===== src/source/dmaPkg.sv =====
`default_nettype none

package dmaPkg;

  localparam int AddrWidth = 16;
  localparam int DataWidth = 16;
  localparam int FifoDepth = 4;                       // must stay a power of two
  localparam int FifoPtrWidth = $clog2(FifoDepth);
  localparam int FifoCntWidth = $clog2(FifoDepth + 1);

  localparam logic [3:0] IntRegion = 4'hF;            // top nibble of internal memory

  typedef logic [AddrWidth-1:0]    addr_t;
  typedef logic [DataWidth-1:0]    data_t;
  typedef logic [AddrWidth-1:0]    count_t;            // element count
  typedef logic [2:0]              regAddr_t;
  typedef logic [FifoPtrWidth-1:0] fifoPtr_t;
  typedef logic [FifoCntWidth-1:0] fifoCnt_t;

  // register map
  localparam regAddr_t RegCtrl     = 3'd0;
  localparam regAddr_t RegSrcIndex = 3'd1;
  localparam regAddr_t RegSrcMod   = 3'd2;
  localparam regAddr_t RegDstIndex = 3'd3;
  localparam regAddr_t RegDstMod   = 3'd4;
  localparam regAddr_t RegCount    = 3'd5;

  localparam int CtrlEnable = 0;                      // enable bit of the control word

  typedef struct packed {
    logic     valid;
    regAddr_t addr;
    data_t    data;
  } regWrite_t;

  // one request to a memory port
  typedef struct packed {
    logic  en;
    logic  wr;
    addr_t addr;
    data_t wdata;
  } portReq_t;

  typedef struct packed {
    addr_t  srcIndex;
    addr_t  srcMod;
    addr_t  dstIndex;
    addr_t  dstMod;
    count_t count;
  } chanCfg_t;

  typedef enum logic [1:0] {
    Idle,
    Run,
    Done
  } seqState_t;

endpackage

`default_nettype wire


===== src/source/dmaRegFile.sv =====
`timescale 1ns/1ps
`default_nettype none

module dmaRegFile
  import dmaPkg::*;
(
  input  logic      clk,
  input  logic      rst,
  input  regWrite_t regWr,
  input  logic      busy,
  output chanCfg_t  cfg,
  output logic      start
);

  logic cfgWrEn;
  logic ctrlGo;

  // channel is locked from the start strobe until the sequencer is idle again
  assign cfgWrEn = regWr.valid && !busy && !start;
  assign ctrlGo  = cfgWrEn && (regWr.addr == RegCtrl) && regWr.data[CtrlEnable];

  always_ff @(posedge clk or posedge rst)
  begin
    if (rst)
    begin
      cfg <= '0;
    end
    else if (cfgWrEn)
    begin
      case (regWr.addr)
        RegSrcIndex: cfg.srcIndex <= regWr.data;
        RegSrcMod:   cfg.srcMod   <= regWr.data;
        RegDstIndex: cfg.dstIndex <= regWr.data;
        RegDstMod:   cfg.dstMod   <= regWr.data;
        RegCount:    cfg.count    <= regWr.data;
        default:     ;                                // control only fires start
      endcase
    end
  end

  always_ff @(posedge clk or posedge rst)
  begin
    if (rst)
    begin
      start <= 1'b0;
    end
    else
    begin
      start <= ctrlGo;                                // one cycle after the write
    end
  end

  // start only reaches an idle sequencer
  assert property (@(posedge clk) disable iff (rst) start |-> !busy)
    else $error("start while busy");

  // and the sequencer takes it
  assert property (@(posedge clk) disable iff (rst) start |=> busy)
    else $error("start not accepted by sequencer");

endmodule

`default_nettype wire


===== src/source/dmaAddrGen.sv =====
`timescale 1ns/1ps
`default_nettype none

module dmaAddrGen
  import dmaPkg::*;
(
  input  logic  clk,
  input  logic  rst,
  input  logic  load,
  input  addr_t base,
  input  addr_t modifier,
  input  logic  step,
  output addr_t addr
);

  addr_t nextAddr;

  // wraps at the top of the address space
  assign nextAddr = addr + modifier;

  always_ff @(posedge clk or posedge rst)
  begin
    if (rst)
    begin
      addr <= '0;
    end
    else if (load)
    begin
      addr <= base;                                   // index register
    end
    else if (step)
    begin
      addr <= nextAddr;
    end
  end

endmodule

`default_nettype wire


===== src/source/dmaFifo.sv =====
`timescale 1ns/1ps
`default_nettype none

module dmaFifo
  import dmaPkg::*;
(
  input  logic  clk,
  input  logic  rst,
  input  logic  push,
  input  data_t pushData,
  input  logic  pop,
  output data_t popData,
  output logic  full,
  output logic  empty
);

  data_t    mem [FifoDepth];
  fifoPtr_t wrPtr;
  fifoPtr_t rdPtr;
  fifoCnt_t count;

  always_ff @(posedge clk)
  begin
    if (push)
    begin
      mem[wrPtr] <= pushData;
    end
  end

  always_ff @(posedge clk or posedge rst)
  begin
    if (rst)
    begin
      wrPtr <= '0;
      rdPtr <= '0;
      count <= '0;
    end
    else
    begin
      if (push)
      begin
        wrPtr <= wrPtr + 1'b1;                        // natural wrap
      end
      if (pop)
      begin
        rdPtr <= rdPtr + 1'b1;
      end
      count <= count + fifoCnt_t'(push) - fifoCnt_t'(pop);
    end
  end

  assign popData = mem[rdPtr];                        // head shown without a pop
  assign full    = (count == fifoCnt_t'(FifoDepth));
  assign empty   = (count == '0);

  assert property (@(posedge clk) disable iff (rst) push |-> !full)
    else $error("fifo push when full");

  assert property (@(posedge clk) disable iff (rst) pop |-> !empty)
    else $error("fifo pop when empty");

endmodule

`default_nettype wire


===== src/source/dmaSequencer.sv =====
`timescale 1ns/1ps
`default_nettype none

module dmaSequencer
  import dmaPkg::*;
(
  input  logic     clk,
  input  logic     rst,
  input  chanCfg_t cfg,
  input  logic     start,
  input  addr_t    srcAddr,
  input  addr_t    dstAddr,
  output logic     srcLoad,
  output logic     srcStep,
  output logic     dstLoad,
  output logic     dstStep,
  output logic     fifoPush,
  output data_t    fifoPushData,
  output logic     fifoPop,
  input  data_t    fifoPopData,
  input  logic     fifoFull,
  input  logic     fifoEmpty,
  input  data_t    intRdata,
  input  data_t    extRdata,
  output portReq_t intReq,
  output portReq_t extReq,
  output logic     busy,
  output logic     done
);

  seqState_t state;
  count_t    readsLeft;
  count_t    writesLeft;
  fifoCnt_t  held;                                    // buffered plus in flight
  logic      rdPending;
  logic      rdFromExt;
  logic      srcIsInt;
  logic      dstIsInt;
  logic      launch;
  logic      doRead;
  logic      doWrite;

  assign srcIsInt = (srcAddr[AddrWidth-1 -: 4] == IntRegion);
  assign dstIsInt = (dstAddr[AddrWidth-1 -: 4] == IntRegion);
  assign launch   = (state == Idle) && start;

  // write has priority when both ends share a port
  assign doWrite = (state == Run) && !fifoEmpty;
  assign doRead  = (state == Run) && (readsLeft != '0) && !fifoFull
                   && (held < fifoCnt_t'(FifoDepth)) && !(doWrite && (srcIsInt == dstIsInt));

  assign srcLoad = launch;
  assign dstLoad = launch;
  assign srcStep = doRead;
  assign dstStep = doWrite;

  assign fifoPush     = rdPending;                    // data is back one cycle later
  assign fifoPushData = rdFromExt ? extRdata : intRdata;
  assign fifoPop      = doWrite;

  assign busy = (state != Idle);
  assign done = (state == Done);

  always_comb
  begin
    intReq = '0;
    extReq = '0;
    if (doRead)
    begin
      if (srcIsInt)
      begin
        intReq.en   = 1'b1;
        intReq.addr = srcAddr;
      end
      else
      begin
        extReq.en   = 1'b1;
        extReq.addr = srcAddr;
      end
    end
    if (doWrite)
    begin
      if (dstIsInt)
      begin
        intReq = '{en: 1'b1, wr: 1'b1, addr: dstAddr, wdata: fifoPopData};
      end
      else
      begin
        extReq = '{en: 1'b1, wr: 1'b1, addr: dstAddr, wdata: fifoPopData};
      end
    end
  end

  always_ff @(posedge clk or posedge rst)
  begin
    if (rst)
    begin
      state      <= Idle;
      readsLeft  <= '0;
      writesLeft <= '0;
      held       <= '0;
      rdPending  <= 1'b0;
      rdFromExt  <= 1'b0;
    end
    else
    begin
      rdPending <= doRead;
      rdFromExt <= !srcIsInt;                         // port the read went to
      held      <= held + fifoCnt_t'(doRead) - fifoCnt_t'(doWrite);
      if (doRead)
      begin
        readsLeft <= readsLeft - 1'b1;
      end
      if (doWrite)
      begin
        writesLeft <= writesLeft - 1'b1;
      end
      case (state)
        Idle:
        begin
          if (start)
          begin
            readsLeft  <= cfg.count;
            writesLeft <= cfg.count;
            state      <= (cfg.count == '0) ? Done : Run;   // empty block ends at once
          end
        end
        Run:
        begin
          if (doWrite && (writesLeft == count_t'(1)))
          begin
            state <= Done;
          end
        end
        Done:    state <= Idle;
        default: state <= Idle;
      endcase
    end
  end

  // one request per port per cycle
  assert property (@(posedge clk) disable iff (rst)
    (doRead && doWrite) |-> (intReq.en && extReq.en))
    else $error("read and write on one port");

  // nothing left behind when the block ends
  assert property (@(posedge clk) disable iff (rst)
    (state == Done) |-> (fifoEmpty && !rdPending))
    else $error("done with data still buffered");

endmodule

`default_nettype wire


===== src/source/dmaTop.sv =====
`timescale 1ns/1ps
`default_nettype none

module dmaTop
  import dmaPkg::*;
(
  input  logic      clk,
  input  logic      rst,
  input  regWrite_t regWr,
  output portReq_t  intReq,
  output portReq_t  extReq,
  input  data_t     intRdata,
  input  data_t     extRdata,
  output logic      done
);

  chanCfg_t cfg;
  logic     start;
  logic     busy;
  addr_t    srcAddr;
  addr_t    dstAddr;
  logic     srcLoad;
  logic     srcStep;
  logic     dstLoad;
  logic     dstStep;
  logic     fifoPush;
  data_t    fifoPushData;
  logic     fifoPop;
  data_t    fifoPopData;
  logic     fifoFull;
  logic     fifoEmpty;

  dmaRegFile iRegFile (
    .clk   (clk),
    .rst   (rst),
    .regWr (regWr),
    .busy  (busy),
    .cfg   (cfg),
    .start (start)
  );

  // source pointer
  dmaAddrGen iSrcGen (
    .clk      (clk),
    .rst      (rst),
    .load     (srcLoad),
    .base     (cfg.srcIndex),
    .modifier (cfg.srcMod),
    .step     (srcStep),
    .addr     (srcAddr)
  );

  // destination pointer
  dmaAddrGen iDstGen (
    .clk      (clk),
    .rst      (rst),
    .load     (dstLoad),
    .base     (cfg.dstIndex),
    .modifier (cfg.dstMod),
    .step     (dstStep),
    .addr     (dstAddr)
  );

  dmaFifo iFifo (
    .clk      (clk),
    .rst      (rst),
    .push     (fifoPush),
    .pushData (fifoPushData),
    .pop      (fifoPop),
    .popData  (fifoPopData),
    .full     (fifoFull),
    .empty    (fifoEmpty)
  );

  dmaSequencer iSequencer (
    .clk          (clk),
    .rst          (rst),
    .cfg          (cfg),
    .start        (start),
    .srcAddr      (srcAddr),
    .dstAddr      (dstAddr),
    .srcLoad      (srcLoad),
    .srcStep      (srcStep),
    .dstLoad      (dstLoad),
    .dstStep      (dstStep),
    .fifoPush     (fifoPush),
    .fifoPushData (fifoPushData),
    .fifoPop      (fifoPop),
    .fifoPopData  (fifoPopData),
    .fifoFull     (fifoFull),
    .fifoEmpty    (fifoEmpty),
    .intRdata     (intRdata),
    .extRdata     (extRdata),
    .intReq       (intReq),
    .extReq       (extReq),
    .busy         (busy),
    .done         (done)
  );

endmodule

`default_nettype wire


===== config.mk =====
export PLATFORM = sky130hd
export DESIGN_NAME = dmaTop
export DESIGN_NICKNAME = d
export VERILOG_FILES = /design/src/source/dmaPkg.sv /design/src/source/dmaRegFile.sv /design/src/source/dmaAddrGen.sv /design/src/source/dmaFifo.sv /design/src/source/dmaSequencer.sv /design/src/source/dmaTop.sv
export SDC_FILE = /design/constraint.sdc
export NUM_CORES = 1
export LEC_CHECK = 0
export ABC_AREA = 1
export BUFFER_PORTS_ARGS = -buffer_cell sky130_fd_sc_hd__buf_2
export CORE_MARGIN = 2
export CORE_UTILIZATION = 30
export CTS_CLUSTER_SIZE = 20
export DETAILED_ROUTE_END_ITERATION = 7
export PLACE_DENSITY = 0.5
export SETUP_SLACK_MARGIN = 0.3
export SYNTH_ARGS = -nofsm -noshare
export SYNTH_HDL_FRONTEND = slang
export SYNTH_SLANG_ARGS = --single-unit

===== constraint.sdc =====
create_clock -name clk -period 9.2 [get_ports clk]
set_clock_uncertainty 0.05 [all_clocks]
set_input_delay 1.84 -clock clk [delete_from_list [all_inputs] [get_ports clk]]
set_output_delay 1.84 -clock clk [all_outputs]
set_load 0.05 [all_outputs]

==> Yosys cells after proc, flatten, opt, wreduce, memory -nomap -nowiden <==
Memories as Yosys holds them, arrays and structs flattened.
Cells that the tools add are included.
Widths: inputs -> output; s select.
{ "word_totals": {"ff_bits": 159, "mem_count": 1, "word_cells": 104, "output_inout_bits": 69, "ramBits": 64} }
{ "mem_list": {"columns": ["name", "words", "word_bits", "rd", "rd_ports_with_merged_regs", "wr", "line_no", "source"], "rows": [
  ["iFifo.mem", 4, 16, 1, 0, 1, "dmaFifo.sv:17", "data_t mem [FifoDepth];"]
]} }
{ "op_classes": {"order_cmp": 1, "n_eq_ne": 14, "mux": 29, "add_sub_neg": 10, "n_reduce_logical": 32} }
{ "ops": {"columns": ["cell", "n"], "rows": [
  ["$mux 16", 15],
  ["$mux 34", 4],
  ["$add 16x16->16", 2],
  ["$sub 16x1->16 const B", 2],
  ["$eq 16x1->1 const B", 1],
  ["$logic_not 16->1", 1],
  ["$reduce_bool 16->1", 1],
  ["$logic_and 1x1->1", 12],
  ["$reduce_and 2->1", 6],
  ["$eq 3x3->1 const B", 3],
  ["$eq 4x4->1 const B", 2],
  ["$add 3x1->3", 2],
  ["$eq 3x2->1 const B", 2],
  ["$logic_not 1->1", 6],
  ["$logic_not 3->1", 2],
  ["$mux 1", 6],
  ["$mux 2", 3],
  ["$reduce_bool 2->1", 3],
  ["$sub 3x1->3", 2],
  ["$add 2x1->2 const B", 2],
  ["$ne 2x2->1 const B", 2],
  ["$pmux 2 s2", 1],
  ["$eq 3x1->1 const B", 1],
  ["$lt 3x3->1 const B", 1],
  ["4 further kinds", 4]
]} }

==> Depth between registers and ports, before layout <==
{ "logic_depth": {"depth_word": 9, "mapped_depth": 14} }

==> Hierarchy <==
From an unflattened synthesis, not the netlist that was laid out.
{ "unflattened": {"cells_unflattened": 1749, "area_unflattened_um2": 13405.4} }
{ "modules_own_cells": {"columns": ["module", "n_inst", "seq_area_each_um2", "area_per_inst_um2", "cells_per_inst"], "rows": [
  ["dmaSequencer", 1, 975.9, 3717.3, 587],
  ["dmaRegFile", 1, 2026.9, 3321.9, 366],
  ["dmaAddrGen", 2, 400.4, 1611.5, 249],
  ["dmaFifo", 1, 2097.0, 3143.0, 298]
]} }

==> Least setup slack after synthesis <==
Ideal clock, no wire load.
{ "synth_timing": {"kind": "register -> output", "start": "register iSequencer.state[1]", "end": "output intReq[24] (netlist name)", "slack_ps": 4703, "t_required_ps": 7310, "arrival_time_ps": 2607, "path_stages_with_launch": 7, "n_path_buf": 1, "path_cell_list": "dfrtp_1 -> nor2_4 -> nand2_2 -> nor2_2 -> inv_2 -> clkbuf_1 -> o21ai_0"} }
{ "synth_rtl": {"columns": ["item", "line_no", "source"], "rows": [
  ["start: declaration", "dmaSequencer.sv:31", "seqState_t state;"],
  ["start signal: assignment", "dmaSequencer.sv:98", "state <= Idle;"],
  ["start signal: assignment", "dmaSequencer.sv:125", "state <= (cfg.count == '0) ? Done : Run;"],
  ["start signal: assignment", "dmaSequencer.sv:132", "state <= Done;"],
  ["end: declaration", "dmaTop.sv:10", "output portReq_t intReq,"]
]} }

==> summary.md <==
| Metric | Value |
|---|---|
| Post-synth ARST share | `71.3%` |
| Core Box Area | `0.0388 mm²` |
| Final GP Congestion | `0.872` |
| Clk root buf | `clkbuf_16` |
| Worst R2R End | `iSequencer.held[1]$_DFF_PP0_` |
| Die height | `203 µm` |
| Cell Count, Final, Fillers Out | `2030` |
| Post-CTS setup buffer count | `0` |
| Placed insts | `1984` |
| Final Hold Violating Endpoints | `0` |
| Period minus WS final | `5640 ps` |
| Peak supply drop | `0.000185 V` |
| Post-CTS resize count | `0` |
| Crit Path Category | `reg2out` |
| WL final | `34.9 mm` |
| Synthesis-to-finish area growth | `15.9%` |
| Number of synthesized flops with an enable pin | `64` |
| Pwr Density | `349 mW/mm²` |
| Final total power | `4.79 mW` |
| Crit path DAT | `3750 ps` |
| Clock tree buffer depth | `3` |
| Capturing element type of the critical path | `output pin` |
| Max-slew headroom | `21.1%` |
| Port Buffers | `122` |
| Setup WS post-layout | `3560 ps` |
| Met3 WL | `1.80 mm` |
| Post-synthesis sequential area ratio | `49.8%` |
| WL per Instance | `17.2 µm` |
| Fin crit share | `61.3%` |
| Fin util | `35.4%` |
| Worst-path clk slew | `60 ps` |
| Reg2Reg Depth | `13` |
| All-Layer GR Usage | `17.1%` |
| Reg-to-reg slack, setup | `5680 ps` |
| Final net count | `1593` |
| Syn nets | `1490` |
| Worst Hold Class | `reg2reg` |
| Outcome | `completed` |
| Setup violators final | `0` |
| Core Rows | `72` |
| Vias in the first global route | `9512` |
| Max-Cap Viols | `0` |
| Crit path max fanout | `39` |
| Met2 routed WL | `16.3 mm` |
| Highest-count cells in the layout ignoring fill and taps | `nand2_1 (364), dfrtp_1 (159), inv_1 (144), buf_2 (122), o21ai_0 (120)` |
| Critical path data required time | `7310 ps` |
| Pre-CTS WS | `4100 ps` |
| Routed vias/inst | `4.76` |
| Fillcell total | `4049` |
| CP top delay family | `simple AND/OR/NAND/NOR gates` |
| Synth cell types | `45` |
| Slew Limit Fails | `0` |
| Post-CTS Hold Buffers | `0` |
| Synth warnings | `0` |
| TritonCTS clock tree | `done` |
| Antenna viol nets, final | `0` |
| Critical Path End | `intReq[21]` |
| Pin count of the biggest net entering global routing | `93` |
| Residual DRC | `0` |
| Fmax | `0.177 GHz` |
| Worst Max-Slew Pin Slew | `1180 ps` |
| Share of layout cells above drive strength 1 | `14.4%` |
| CTS H-tree lvls | `1` |
| Critical path depth | `10` |
| Dpl hpwl | `24.4 mm` |
| Worst path bufs/invs | `2` |
| Initial antenna violation count | `0` |
| Design Area, Final | `0.0137 mm²` |
| Most common cell after layout, fill and taps aside | `nand2_1` |
| Worst hold slack | `428 ps` |
| Total congestion overflow | `0` |
| CTS buffer count | `26` |
| Slowest CP cell | `nand3_2` |
| Drt first pass iters | `4` |
| Reg2reg start | `iFifo.count[1]$_DFF_PP0_` |
| DP Area | `0.0129 mm²` |
| # diodes | `0` |
| Metal1 wirelength | `16.1 mm` |
| Vias | `9670` |
| Static leakage | `6.51 nW` |
| Mean Syn Cell Area | `8.52 µm²` |
| Post-Syn Area | `0.0118 mm²` |
| Crit path launch | `iFifo.count[1]$_DFF_PP0_` |
| CP cell instances | `nor2_1, nand2_1, nand3_2, nor2_2, nor2_4, nand2_2, inv_2, a21oi_2, a21oi_1, buf_2` |
| Top Ports | `123` |
| Die ar. | `0.0411 mm²` |
| RSZ-0062 raised after global routing | `no` |
| Leading register cell type out of synthesis | `dfrtp_1` |
| Clk_lat worst skew | `520 ps` |
| Clk sink count | `223` |
| Setup total negative slack | `0 ps` |
| Uppermost layer routed | `met4` |
| Drt first-iter violations | `634` |
| Setup crit start kind | `flop` |
| First-pass GRT wire length | `54.8 mm` |
| Initial Util | `30.5%` |
| CP peak stage delay | `640 ps` |
| Die width | `203 µm` |
| #FFs+latches synth | `223` |
| Synthesized instance count | `1391` |
cell families after synthesis:
logic type,count (synthesis),share of synthesized area [%]
xor+xnor,39,2.88
fa+ha+maj,45,5.01
compound gates,265,12.7
simple gates,592,21.0
buf+inv,211,7.10
flops,223,49.8
mux,16,1.52
Yosys cell counts (12+ instances only):
master	instances	area (µm²)
o21ai_1	32	160
o21bai_1	15	113
nand3_1	74	370
nand4_1	12	75.1
mux2_2	16	180
o21ai_0	120	601
ha_1	41	513
a21oi_1	57	285
a32o_1	16	160
inv_1	145	544
xnor2_1	28	245
clkbuf_1	36	135
nand2_1	364	1370
edfxtp_1	64	1920
nor2_1	100	375
dfrtp_1	159	3980
how the worst min path moves through the flow:
stage / startpoint / endpoint / cells after the start
floorplan: iRegFile.cfg[2]$_DFFE_PP0P_ / iRegFile.cfg[2]$_DFFE_PP0P_ / 2
global placement: iSequencer.held[0]$_DFF_PP0_ / iSequencer.held[0]$_DFF_PP0_ / 1
detailed placement: iSequencer.held[0]$_DFF_PP0_ / iSequencer.held[0]$_DFF_PP0_ / 1
CTS: iSequencer.held[0]$_DFF_PP0_ / iSequencer.held[0]$_DFF_PP0_ / 1
global route: iRegFile.cfg[69]$_DFFE_PP0P_ / iRegFile.cfg[69]$_DFFE_PP0P_ / 2
finish: iSequencer.held[0]$_DFF_PP0_ / iSequencer.held[0]$_DFF_PP0_ / 1
routing by layer:
| metal | vias up | GRT usage, % |
|---|---|---|
| met1 | 4630 | 23.6 |
| met2 | 208 | 28.4 |
| li1 | 4795 | - |
| met5 | - | 0 |
| met3 | 37 | 2.10 |
| met4 | 0 | 4.46 |
state kept, by name (all words and copies together), names as in the netlist:
name                   cells
iRegFile.cfg              80
iFifo.mem                 64
iDstGen.addr              16
iSequencer.readsLeft      16
iSequencer.writesLeft     16
iSrcGen.addr              16
iFifo.count                3
iSequencer.held            3
iFifo.rdPtr                2
iFifo.wrPtr                2
iSequencer.state           2
iRegFile.start             1
iSequencer.fifoPush        1
iSequencer.rdFromExt       1
final cells by class:
type                            instances  area (µm²)  area share (%)
Clock buffer                           35         736            5.36
Clock inverter                         11        76.3           0.556
Inverter                              155         587            4.27
Multi-Input combinational cell        957        5110            37.2
Sequential cell                       223        5900            43.0
Tap cell                              518         648            4.72
Timing Repair Buffer                  131         678            4.94
power by group:
group	internal [mW]	switching (mW)	leakage (nW)
clock	0.583	0.408	0.406
sequential	1.33	0.270	2.54
combinational	0.695	1.51	3.56
total	2.60	2.19	6.51
(Power assumes the default switching activity.)
